File: src/rtl/rom_load_settings.svh
`ifndef ROM_LOAD_SETTINGS_SVH
`define ROM_LOAD_SETTINGS_SVH

// Programming bus word address width
`define ROM_LOAD_PW 24

// Host byte address width
`define ROM_LOAD_IOW 25

// Character ROM read address width
`define ROM_LOAD_CHR_AW 10

// Program ROM read address width
`define ROM_LOAD_PRG_AW 10

// Word offsets of the ROM windows on the programming bus
`define ROM_LOAD_CHR_OFFSET 0
`define ROM_LOAD_PRG_OFFSET 'h200

`endif

File: src/rtl/rom_load_pkg.sv
`include "rom_load_settings.svh"

package rom_load_pkg;

    // Host side byte address
    typedef logic [`ROM_LOAD_IOW-1:0] ioctl_addr_t;

    // Word address on the programming bus
    typedef logic [`ROM_LOAD_PW-1:0] prog_addr_t;

    // Active low byte lanes
    // Bit 0 low selects the low byte and bit 1 low the high byte
    typedef logic [1:0] prog_mask_t;

    typedef logic [7:0] byte_t;
    typedef logic [15:0] word_t;

    // Read addresses of the two ROMs
    typedef logic [`ROM_LOAD_CHR_AW-1:0] chr_addr_t;
    typedef logic [`ROM_LOAD_PRG_AW-1:0] prg_addr_t;

    // Download sequencing
    typedef enum logic [1:0] {
        IDLE,
        LOAD,
        DONE
    } dwnld_state_t;

endpackage

File: src/rtl/prog_dwnld.sv
`timescale 1ns/1ps

// Download adapter
// Converts the host byte stream into a registered word programming bus
module prog_dwnld (
    input  logic                      clk,
    input  logic                      reset,

    // Host stream
    input  logic                      ioctl_download,
    input  logic                      ioctl_wr,
    input  rom_load_pkg::ioctl_addr_t ioctl_addr,
    input  rom_load_pkg::byte_t       ioctl_dout,

    // Programming bus to the ROMs
    output rom_load_pkg::prog_addr_t  prog_addr,
    output rom_load_pkg::prog_mask_t  prog_mask,
    output rom_load_pkg::byte_t       prog_data,
    output logic                      prog_we,

    // Status levels
    output logic                      downloading,
    output logic                      dwnld_done
);

    rom_load_pkg::dwnld_state_t state;
    rom_load_pkg::dwnld_state_t state_nxt;
    logic                       accept;

    // Next state
    // A rise of the download level enters LOAD and a fall leaves it
    always_comb begin
        state_nxt = state;
        case (state)
            rom_load_pkg::IDLE: begin
                if (ioctl_download) begin
                    state_nxt = rom_load_pkg::LOAD;
                end
            end
            rom_load_pkg::LOAD: begin
                if (!ioctl_download) begin
                    state_nxt = rom_load_pkg::DONE;
                end
            end
            rom_load_pkg::DONE: begin
                // A second download restarts loading
                if (ioctl_download) begin
                    state_nxt = rom_load_pkg::LOAD;
                end
            end
            default: begin
                state_nxt = rom_load_pkg::IDLE;
            end
        endcase
    end

    // State register
    always_ff @(posedge clk) begin
        if (reset) begin
            state <= rom_load_pkg::IDLE;
        end else begin
            state <= state_nxt;
        end
    end

    // Strobes count whenever the download level is high
    // including the cycle of the rise, so the first byte is not lost to the state lag
    assign accept = ioctl_wr && ioctl_download;

    // Write strobe lasts exactly one cycle per accepted byte
    always_ff @(posedge clk) begin
        if (reset) begin
            prog_we <= 1'b0;
        end else begin
            prog_we <= accept;
        end
    end

    // Bus payload, captured with each accepted strobe
    always_ff @(posedge clk) begin
        if (accept) begin
            // Word address is the byte address without its LSB
            prog_addr <= rom_load_pkg::prog_addr_t'(ioctl_addr >> 1);
            // Odd byte enables the high lane and even byte the low lane
            prog_mask <= ioctl_addr[0] ? 2'b01 : 2'b10;
            prog_data <= ioctl_dout;
        end
    end

    // Status straight from the state register
    assign downloading = (state == rom_load_pkg::LOAD);
    assign dwnld_done  = (state == rom_load_pkg::DONE);

    // The bus is only driven while loading
    a_we_in_load: assert property (
        @(posedge clk) disable iff (reset) prog_we |-> (state == rom_load_pkg::LOAD)
    ) else $error("prog_dwnld: prog_we outside LOAD");

endmodule

File: config.mk
export PLATFORM = sky130hd
export DESIGN_NAME = prog_dwnld
export DESIGN_NICKNAME = d
export VERILOG_FILES = /design/src/rtl/rom_load_pkg.sv /design/src/rtl/prog_dwnld.sv
export VERILOG_INCLUDE_DIRS = /design/src /design/src/rtl
export SDC_FILE = /design/constraint.sdc
export NUM_CORES = 1
export LEC_CHECK = 0
export BUFFER_PORTS_ARGS = -buffer_cell sky130_fd_sc_hd__buf_2
export CAP_MARGIN = 10
export CORE_AREA = 4 4 67 69
export CTS_CLUSTER_SIZE = 25
export DETAILED_ROUTE_END_ITERATION = 8
export DIE_AREA = 0 0 71 73
export PLACE_DENSITY = 0.62
export SLEW_MARGIN = 25
export SYNTH_ARGS = -nofsm -noshare
export SYNTH_HDL_FRONTEND = slang
export SYNTH_SLANG_ARGS = --single-unit
File: constraint.sdc
create_clock -name clk -period 2.34 [get_ports clk]
set_clock_uncertainty 0.05 [all_clocks]
set_input_delay 0.351 -clock clk [delete_from_list [all_inputs] [get_ports clk]]
set_output_delay 0.351 -clock clk [all_outputs]
set_load 0.02 [all_outputs]
Word level (Yosys, flattened, before mapping):

Cells that the tools add are included.

* eq/ne operators: 4
* multiplexer cells: 4
* reductions and logical operators: 4

Operators by type and width (number)
* $mux 2: 3
* $pmux 2 s2: 1
* $eq 2x1->1 const B: 1
* $eq 2x2->1 const B: 1
* $logic_not 2->1: 1
* $ne 2x1->1 const B: 1
* $ne 2x2->1 const B: 1
* $reduce_and 2->1: 1
* $reduce_or 2->1: 1
* $logic_and 1x1->1: 1

* register bits after elaboration: 37
* input bits: 37
* output and inout bits: 37
* word-level logic and storage cells: 17

Longest topological paths before layout:

Gate-level depths: netlist (run 1).

* depth after elaboration: 4
* gate-level depth with buffers: 2
* depth with buffers taken out: 2

Worst setup path before layout (run 1):

Ideal clock, no wire load.

* kind: input to register
* from: input ioctl_wr
* to: register prog_addr[0] (enable)
* setup time: 0.395 ns
* arrival: 1.201 ns
* data required time: 1.895 ns
* path slack: 0.695 ns
* stages on the path: 1
* buffers on the path: 0
* path through: and2_1

* longest elaborated chain between the ends: 1

RTL lines
* start: declaration: RTL line prog_dwnld.sv:11 `input logic ioctl_wr,`
* $logic_and 1x1->1: RTL line prog_dwnld.sv:68 `assign accept = ioctl_wr && ioctl_download;`
* end signal: assignment: RTL line prog_dwnld.sv:83 `prog_addr <= rom_load_pkg::prog_addr_t'(ioctl_addr >> 1);`
* end: declaration: RTL line prog_dwnld.sv:16 `output rom_load_pkg::prog_addr_t prog_addr,`

Every way passes these cells.
A chain may end at the register's enable or synchronous reset.

Final worst setup path (run 1):

* from: register state[0]
* to: output downloading

* longest elaborated chain between the ends: 1

RTL lines
* start: declaration: RTL line prog_dwnld.sv:26 `rom_load_pkg::dwnld_state_t state;`
* start signal: assignment: RTL line prog_dwnld.sv:60 `state <= rom_load_pkg::IDLE;`
* start signal: assignment: RTL line prog_dwnld.sv:62 `state <= state_nxt;`
* $eq 2x1->1: RTL line prog_dwnld.sv:91 `assign downloading = (state == rom_load_pkg::LOAD);`
* end: declaration: RTL line prog_dwnld.sv:22 `output logic downloading,`

Every way passes these cells.

==> results of run 1 <==
layer usage:
metal  global-route usage  vias to the layer above  part of all wire
li1                     -                      338                 -
met1              0.08149                      292              0.34
met2               0.1442                       49              0.48
met3              0.07438                        0              0.18
met4              0.03758                        0                 0
met5                    0                        -                 0
stage by stage:
| stage | utilization | hold WS, ns | std cells | instance area, um^2 | worst slack (ns) |
|---|---|---|---|---|---|
| floorplan | - | 0.3726 | 46 | 1147 | 0.6946 |
| global placement | 0.4063 | 0.4606 | 171 | 1590 | 1.122 |
| detailed placement | 0.4063 | 0.4791 | 171 | 1590 | 1.111 |
| CTS | 0.4274 | 0.1760 | 179 | 1673 | 0.8696 |
| global route | 0.4274 | 0.1645 | 179 | 1673 | 0.8350 |
| finish | 0.4274 | 0.1924 | 179 | 1673 | 0.8974 |
cells in the mapped netlist (all sizes together):
cell    count
dfxtp       3
a211oi      1
edfxtp     34
nor2b       3
inv         2
and2        1
o21a        1
nor2        1
how the worst max path moves through the flow:
stage | cells after the start | from | slack (ns) | endpoint
global placement | 3 | ioctl_download | 1.12 | prog_mask[1]$_DFFE_PP_
finish | 2 | state[0]$_SDFFE_PP0P_ | 0.90 | downloading
floorplan | 1 | ioctl_wr | 0.69 | prog_addr[0]$_DFFE_PP_
detailed placement | 3 | ioctl_download | 1.11 | prog_addr[21]$_DFFE_PP_
CTS | 2 | state[0]$_SDFFE_PP0P_ | 0.87 | downloading
global route | 2 | state[0]$_SDFFE_PP0P_ | 0.84 | downloading
worst register-to-register path, stage by stage (launching register included):
cell and delay [ns]:
dfxtp_1 0.36, nor2b_4 0.14, o21a_1 0.17
power groups by stage:
stage,logic [mW],registers [mW],clock network [mW]
3_5_place_dp,0.146,0.794,0
4_1_cts,0.146,0.780,0.431
6_report,0.143,0.779,0.409
3_3_place_gp,0.144,0.792,0
2_1_floorplan,0.0157,0.850,0
5_1_grt,0.154,0.782,0.467
cells by family (layout without fill, tap and decap cells):
family	after synthesis	count (layout)	synth area share
flops	37	37	0.9422
simple gates	5	5	0.03817
compound gates	2	2	0.01309
buf+inv	2	85	0.006546
placed cells by master, fill, tap and decap left out:
master	Yosys	layout
a211oi_1	1	1
and2_1	1	1
buf_2	0	73
buf_4	0	2
clkbuf_1	0	1
clkbuf_8	0	5
clkinv_2	0	2
dfxtp_1	3	3
edfxtp_1	34	34
inv_1	2	2
nor2_1	1	1
nor2b_1	1	1
nor2b_4	2	2
o21a_1	1	1
state kept, by name, indices dropped and copies added (netlist names):
register / count
prog_data: 8
prog_mask: 2
state: 2
prog_addr: 24
prog_we: 1
area by class of cell:
type	count	area, um^2
clock buffer	6	72.57
clock inverter	2	10.01
fill	379	2241
inverter	2	7.507
multi-input combinational	7	58.81
sequential	37	1081
tap	50	62.56
timing repair buffer	75	380.4
==> impl_metrics.tcl, run 1 <==
set metrics [dict create \
    vias 679 \
    rsz0062_at_grt "no" \
    p_int_mw 1.029 \
    synth_area_leaders "edfxtp_1 89%, dfxtp_1 5.2%, nor2b_4 2.4%, a211oi_1 0.65%, inv_1 0.65%" \
    gp_congestion 0.6841 \
    r2r-end "state[1]$_SDFFE_PP0P_" \
    overflow 0 \
    period_share 0.6165 \
    cts_resized 0 \
    worstHoldPathType "primary input to flop" \
    wirelength_um 2268 \
    power.switching_mw 0.3024 \
    ys_seq_elements 37 \
    fmax_mhz 693.2 \
    seq_area_frac_synth 0.9422 \
    holdPathStages 1 \
    drtAntennaViolNets 0 \
    crit_fanout 3 \
    drc 0 \
    p_total_mw 1.331 \
    crit_path_cell_trace "nor2b_4, buf_2" \
    yosysWarningCount 0 \
    rows 23 \
    syn_area_um2 1147 \
    dr.pass1.iters 4 \
    dieArea_um2 5183 \
    rr_worst_depth 2 \
    crit_slowest_cell "dfxtp_1" \
    crit_buf_inv 1 \
    postSynthAreaPerCell_um2 24.94 \
    maxCapViolations 0 \
    die_x_um 71 \
    antenna_found_initial 0 \
    max_slew_margin 0.8362 \
    clk_latency_ns 0.28 \
    initial_core_util 0.2932 \
    yosys.area.top_type_share 0.8899 \
    sw_frac_of_total 0.2272 \
    io_buffer_count 73 \
    final_max_slew_viol_count 0 \
    tightest_slew_ns 0.2443 \
    cts_buffers 5 \
    status "completed" \
    yosysTopAreaCell "edfxtp_1" \
    timing.reg2reg.setup_slack_ns 1.52 \
    max_stage_delay_ns 0.41 \
    grt_start_max_net_pins 21 \
    synthCells 46 \
    grt_use_total 0.08931 \
    clkPwrFrac 0.307 \
    cts_setup_buffers 0 \
    die_y_um 73 \
    power_density_nw_per_um2 795.6 \
    cts_hold_buf 0 \
    setup.worst_path.start_class "flop" \
    hold_path_startpoint "ioctl_addr[20]" \
    setup.worst_path.class "flop to primary output" \
    clockRootBuffer "clkbuf_8" \
    wire_per_inst_um 12.67 \
    yosysUniqueCellTypes 9 \
    layout.nets 165 \
    endpoint_kind "primary output" \
    diodes 0 \
    fin_tns_setup_ns 0 \
    drive_gt1_frac 0.6512 \
    area_delta_synth_final_pct 45.80 \
    cp_top_family "flip-flops" \
    combPwrFrac 0.107 \
    setup_viol 0 \
    worstHoldEndpoint "prog_addr[19]$_DFFE_PP_" \
    r2r_start "state[0]$_SDFFE_PP0P_" \
    ios 74 \
    core_um2 3914 \
    sequentialPowerShare 0.585 \
    power.leakage_nw 0.7207 \
    htreeDepth 2 \
    clk_path_buf_depth 2 \
    ir_worst_vdd_uv 414.9 \
    hpwl_um 1816 \
    worst_ep_required_time_ns 1.94 \
    synth_nets 83 \
    cts_tree "yes" \
    grt_pass1_vias 748 \
    timing_hold_violations_final 0 \
    cts.sinks 37 \
    drt_iter0_markers 9 \
    arrival_ns 1.04 \
    min_period_ns 1.443 \
    grt_pass1_wl_um 3374 \
    clk_pin_slew_worst_paths_ns 0.07 \
    via_per_inst 3.793 \
]
Power figures use the tool's default switching activity.
==> inputs of run 2 (changes only) <==
- ABC_AREA: unset -> 1
- clock period: 2.34 -> 1.4 ns (I/O delays scaled with it)
==> run 2 against run 1 <==
Sequential power is 67% higher. Worst hold slack worse by 0.13 ns. Clock power is 75% higher. Count of clock-buffer cells in the layout is 2 higher. Area after synthesis is 0.22% higher. Synthesized cell count is 15% higher. Global-route usage is 1.0 points higher.
==> impl_metrics.tcl, run 2 <==
set metrics [dict create \
    crit_start "state[1]$_SDFFE_PP0P_" \
    min_period_ns 1.221 \
    final_common_cell "buf_2" \
    max_slew_margin 0.8865 \
    cts_resized 0 \
    worst_ep_required_time_ns 1.14 \
    ys_async_sr_fraction 0 \
    drt_iter0_markers 28 \
    endpoint_kind "primary output" \
    yosysUniqueCellTypes 8 \
    dr.pass1.iters 4 \
    crit_fanout 3 \
    tightest_slew_ns 0.1703 \
    final_cell_mix "73 x buf_2, 34 x edfxtp_1, 8 x inv_1" \
    clockRootBuffer "clkbuf_8" \
    drc 0 \
    yosysWarningCount 0 \
    cts.sinks 37 \
    wirelength_um 2292 \
    r2r_start "state[1]$_SDFFE_PP0P_" \
    yosys.area.top_type_share 0.8879 \
    layout.nets 172 \
    period_share 0.8720 \
    cts_setup_buffers 0 \
    synthFlopType "edfxtp_1" \
    ir_worst_vdd_uv 792.6 \
    yosysMostFrequentCell "edfxtp_1" \
    wire_per_inst_um 12.32 \
    io_buffer_count 73 \
    power.switching_mw 0.4832 \
    worstHoldPathType "primary input to flop" \
    status "completed" \
    area_delta_synth_final_pct 47.44 \
    initial_core_util 0.2938 \
    synth-edff-count 34 \
    rows 23 \
    hpwl_um 1887 \
    synth_common_cells "34 x edfxtp_1, 8 x inv_1, 4 x nand2_1" \
    clk_pin_slew_worst_paths_ns 0.06 \
    clkPwrFrac 0.316 \
    postSynthAreaPerCell_um2 21.70 \
    grt_use_total 0.09974 \
    final_max_slew_viol_count 0 \
    hold_path_startpoint "ioctl_addr[19]" \
    vias 732 \
    ys_seq_elements 37 \
    synth_area_leaders "edfxtp_1 89%, dfxtp_1 5.2%, inv_1 2.6%, nand2_1 1.3%, a21oi_2 0.76%" \
    fin_tns_setup_ns 0 \
    grt_pass1_wl_um 3719 \
    sw_frac_of_total 0.2138 \
    fmax_mhz 819.1 \
    grt_start_max_net_pins 21 \
    setup_ws_ns 0.1791 \
    arrival_ns 0.96 \
    setup.worst_path.start_class "flop" \
    power.leakage_nw 0.7545 \
    fin_area_um2 1695 \
    dieArea_um2 5183 \
    sequentialPowerShare 0.576 \
    post-place-ws_ns 0.3002 \
    cts_tree "yes" \
    setup_viol 0 \
    drtAntennaViolNets 0 \
    overflow 0 \
    setup.worst_path.class "flop to primary output" \
    drive_gt1_frac 0.6103 \
    cts_buffers 5 \
    rsz0062_at_grt "no" \
    placed_area_um2 1605 \
    cts_hold_buf 0 \
    synth_nets 90 \
    synthCells 53 \
    clk_latency_ns 0.27 \
    clk_path_buf_depth 2 \
    fin_hold_ws_ns 0.05790 \
    maxCapViolations 0 \
    yosysTopAreaCell "edfxtp_1" \
    top_register "prog_addr" \
    combPwrFrac 0.108 \
    core_um2 3914 \
    antenna_found_initial 0 \
    ios 74 \
    syn_area_um2 1150 \
    diodes 0 \
    power_density_nw_per_um2 1333 \
    seq_area_frac_synth 0.9402 \
    via_per_inst 3.935 \
    reg.largest.list "prog_addr: 24 flops, prog_data: 8 flops" \
    die_y_um 73 \
    htreeDepth 2 \
    grt_pass1_vias 816 \
    die_x_um 71 \
    timing_hold_violations_final 0 \
    largest_reg_flops 24 \
    gp_congestion 0.7189 \
    p_int_mw 1.777 \
]
## run 2: changes by cell type after synthesis, sizes merged
cell,delta
inv,+6
nand2,+5
nor2b,-3
a21oi,+2
a211oi,-1
and2,-1
o21a,-1
## run 2: layout make-up
class	instances	area, um^2
clock buffer	8	90.09
fill	394	2218
inverter	8	30.03
multi-input combinational	8	38.79
sequential	37	1081
tap	50	62.56
timing repair buffer	75	392.9
## run 2: layer usage
layer	GRT usage	wire length, um
met1	0.09075	740
met2	0.1617	1180
met3	0.08127	356
met4	0.04384	15
met5	0	0
## run 2: logic make-up after synthesis
group                  Yosys count  synth area share
buffers and inverters            8           0.02612
AOI/OAI and AO/OA                2           0.01197
DFF                             37            0.9402
and+or+nand+nor                  6           0.02176
## run 2: worst max-delay path: stages (launching register included)
cell and delay, ns:
dfxtp_1 0.36, inv_1 0.05, nand2_1 0.09, inv_1 0.04, buf_2 0.15
## run 2: worst paths after layout
check                            end  slack [ns]  cells past startpoint
max                      downloading        0.18                      4
min          prog_addr[18]$_DFFE_PP_        0.06                      1
max reg2reg    state[1]$_SDFFE_PP0P_        0.70                      3
min reg2reg    state[0]$_SDFFE_PP0P_        0.43                      1
## run 2: power by group through the flow
stage	Sequential [mW]	Clock, mW	Combinational (mW)
2_1_floorplan	1.42	0	0.0269
3_3_place_gp	1.32	0	0.245
3_5_place_dp	1.33	0	0.249
4_1_cts	1.30	0.755	0.249
5_1_grt	1.31	0.822	0.264
6_report	1.30	0.714	0.244
## run 2: stage by stage
step / instances / util / total power, mW
2_1_floorplan: 53 / - / 1.446
3_3_place_gp: 178 / 0.4102 / 1.570
3_5_place_dp: 178 / 0.4102 / 1.577
4_1_cts: 186 / 0.4332 / 2.309
5_1_grt: 186 / 0.4332 / 2.395
6_report: 186 / 0.4332 / 2.260
==> inputs of run 3 (changes only) <==
- CTS_BUF_LIST: unset -> sky130_fd_sc_hd__clkbuf_8
==> run 3 against run 2 <==
Flip-flop and latch count is the same. Highest routed layer unchanged. Non-clock buffer count is the same. Critical path depth is the same. First-iteration DRC count is the same. Worst setup slack is essentially flat. Via count is the same.
==> impl_metrics.tcl, run 3 (synthesized netlist as in run 2, its figures left out) <==
set metrics [dict create \
    status "completed" \
    clockRootBuffer "clkbuf_8" \
    vias 732 \
    grt_pass1_wl_um 3719 \
    worst_ep_required_time_ns 1.14 \
    crit_top_cell "inv_1" \
    dieArea_um2 5183 \
    rsz0062_at_grt "no" \
    drc 0 \
    power_density_nw_per_um2 1325 \
    timing_hold_violations_final 0 \
    ir_worst_vdd_uv 794.0 \
    final_max_slew_viol_count 0 \
    crit_fanout 3 \
    setup.worst_path.class "flop to primary output" \
    cts.sinks 37 \
    crit_buf_inv 3 \
    worstHoldPathType "primary input to flop" \
    crit_start "state[1]$_SDFFE_PP0P_" \
    setup.worst_path.start_class "flop" \
    cts_buffers 5 \
    io_buffer_count 73 \
    final_cell_mix "73 x buf_2, 34 x edfxtp_1, 10 x inv_1" \
    core_um2 3914 \
    largest_reg_flops 24 \
    drive_gt1_frac 0.6103 \
    power.leakage_nw 0.7628 \
    gp_congestion 0.7189 \
    fin_area_um2 1695 \
    clk_pin_slew_worst_paths_ns 0.06 \
    rows 23 \
    area_delta_synth_final_pct 47.44 \
    endpoint_kind "primary output" \
    hold_path_startpoint "ioctl_addr[19]" \
    clk_latency_ns 0.27 \
    fmax_mhz 818.8 \
    cts_setup_buffers 0 \
    layout.nets 172 \
    antenna_found_initial 0 \
    top_register "prog_addr" \
    die_y_um 73 \
    crit_path_cell_trace "inv_1, nand2_1, inv_1, buf_2" \
    initial_core_util 0.2938 \
    wire_per_inst_um 12.33 \
    overflow 0 \
    via_per_inst 3.935 \
    r2r_start "state[1]$_SDFFE_PP0P_" \
    wirelength_um 2293 \
    placed_area_um2 1605 \
    period_share 0.8724 \
    dr.pass1.iters 4 \
    maxCapViolations 0 \
    cts_resized 0 \
    drtAntennaViolNets 0 \
    drt_iter0_markers 28 \
    min_period_ns 1.221 \
    crit_slowest_cell "dfxtp_1" \
    arrival_ns 0.96 \
    die_x_um 71 \
    max_slew_margin 0.8865 \
    grt_start_max_net_pins 21 \
    tightest_slew_ns 0.1703 \
    final_common_cell "buf_2" \
    setup_viol 0 \
    fin_tns_setup_ns 0 \
    cts_tree "yes" \
    cp_top_family "flip-flops" \
    ios 74 \
    htreeDepth 2 \
    cts_hold_buf 0 \
    max_stage_delay_ns 0.36 \
    grt_use_total 0.09974 \
    grt_pass1_vias 816 \
    reg.largest.list "prog_addr: 24 flops, prog_data: 8 flops" \
    hpwl_um 1887 \
    diodes 0 \
    clk_path_buf_depth 2 \
    p_total_mw 2.247 \
]
-- run 3: cell types whose count changed in the layout (fill, tap and decap cells not counted), sizes merged --
cell	delta
clkbuf	-2
inv	+2
-- run 3: path summary, 6_finish.rpt --
| path | slack [ns] | to | depth (start not counted) |
|---|---|---|---|
| max | 0.18 | downloading | 4 |
| min reg2reg | 0.43 | state[0]$_SDFFE_PP0P_ | 1 |
| max reg2reg | 0.70 | state[1]$_SDFFE_PP0P_ | 3 |
| min | 0.06 | prog_addr[18]$_DFFE_PP_ | 1 |
-- run 3: per-layer routing --
metal / vias up / GRT usage / wire length (um)
li1: 352 / - / -
met3: 2 / 0.08127 / 356
met2: 52 / 0.1617 / 1180
met4: 0 / 0.04384 / 15
met5: - / 0 / 0
met1: 326 / 0.09075 / 741
-- run 3: worst register-to-register path: cells and delay by family, from the launching register on --
kind	cells	cell delay (ns)
flip-flops	1	0.36
AO/OA/AOI/OAI	1	0.05
AND/OR/NAND/NOR	1	0.09
buffers and inverters	1	0.05
-- run 3: layout make-up --
cell class / instances / area, um^2
inverter: 8 / 30.03
timing repair buffer: 75 / 392.9
tap: 50 / 62.56
fill: 394 / 2218
clock buffer: 6 / 82.58
multi-input combinational: 8 / 38.79
sequential: 37 / 1081
clock inverter: 2 / 7.507
-- run 3: stage by stage --
| stage | hold slack (ns) | setup WS (ns) | cells | utilization |
|---|---|---|---|---|
| floorplan | 0.2324 | 0.02330 | 53 | - |
| global placement | 0.3371 | 0.3296 | 178 | 0.4102 |
| detailed placement | 0.3381 | 0.3002 | 178 | 0.4102 |
| CTS | 0.04276 | 0.1565 | 186 | 0.4332 |
| global route | 0.02593 | 0.06371 | 186 | 0.4332 |
| finish | 0.05763 | 0.1787 | 186 | 0.4332 |
-- run 3: power by group --
part	total, mW	internal (mW)	switching (mW)
sequential	1.30	1.29	0.0168
combinational	0.244	0.0911	0.153
clock	0.700	0.386	0.314
total	2.25	1.76	0.484
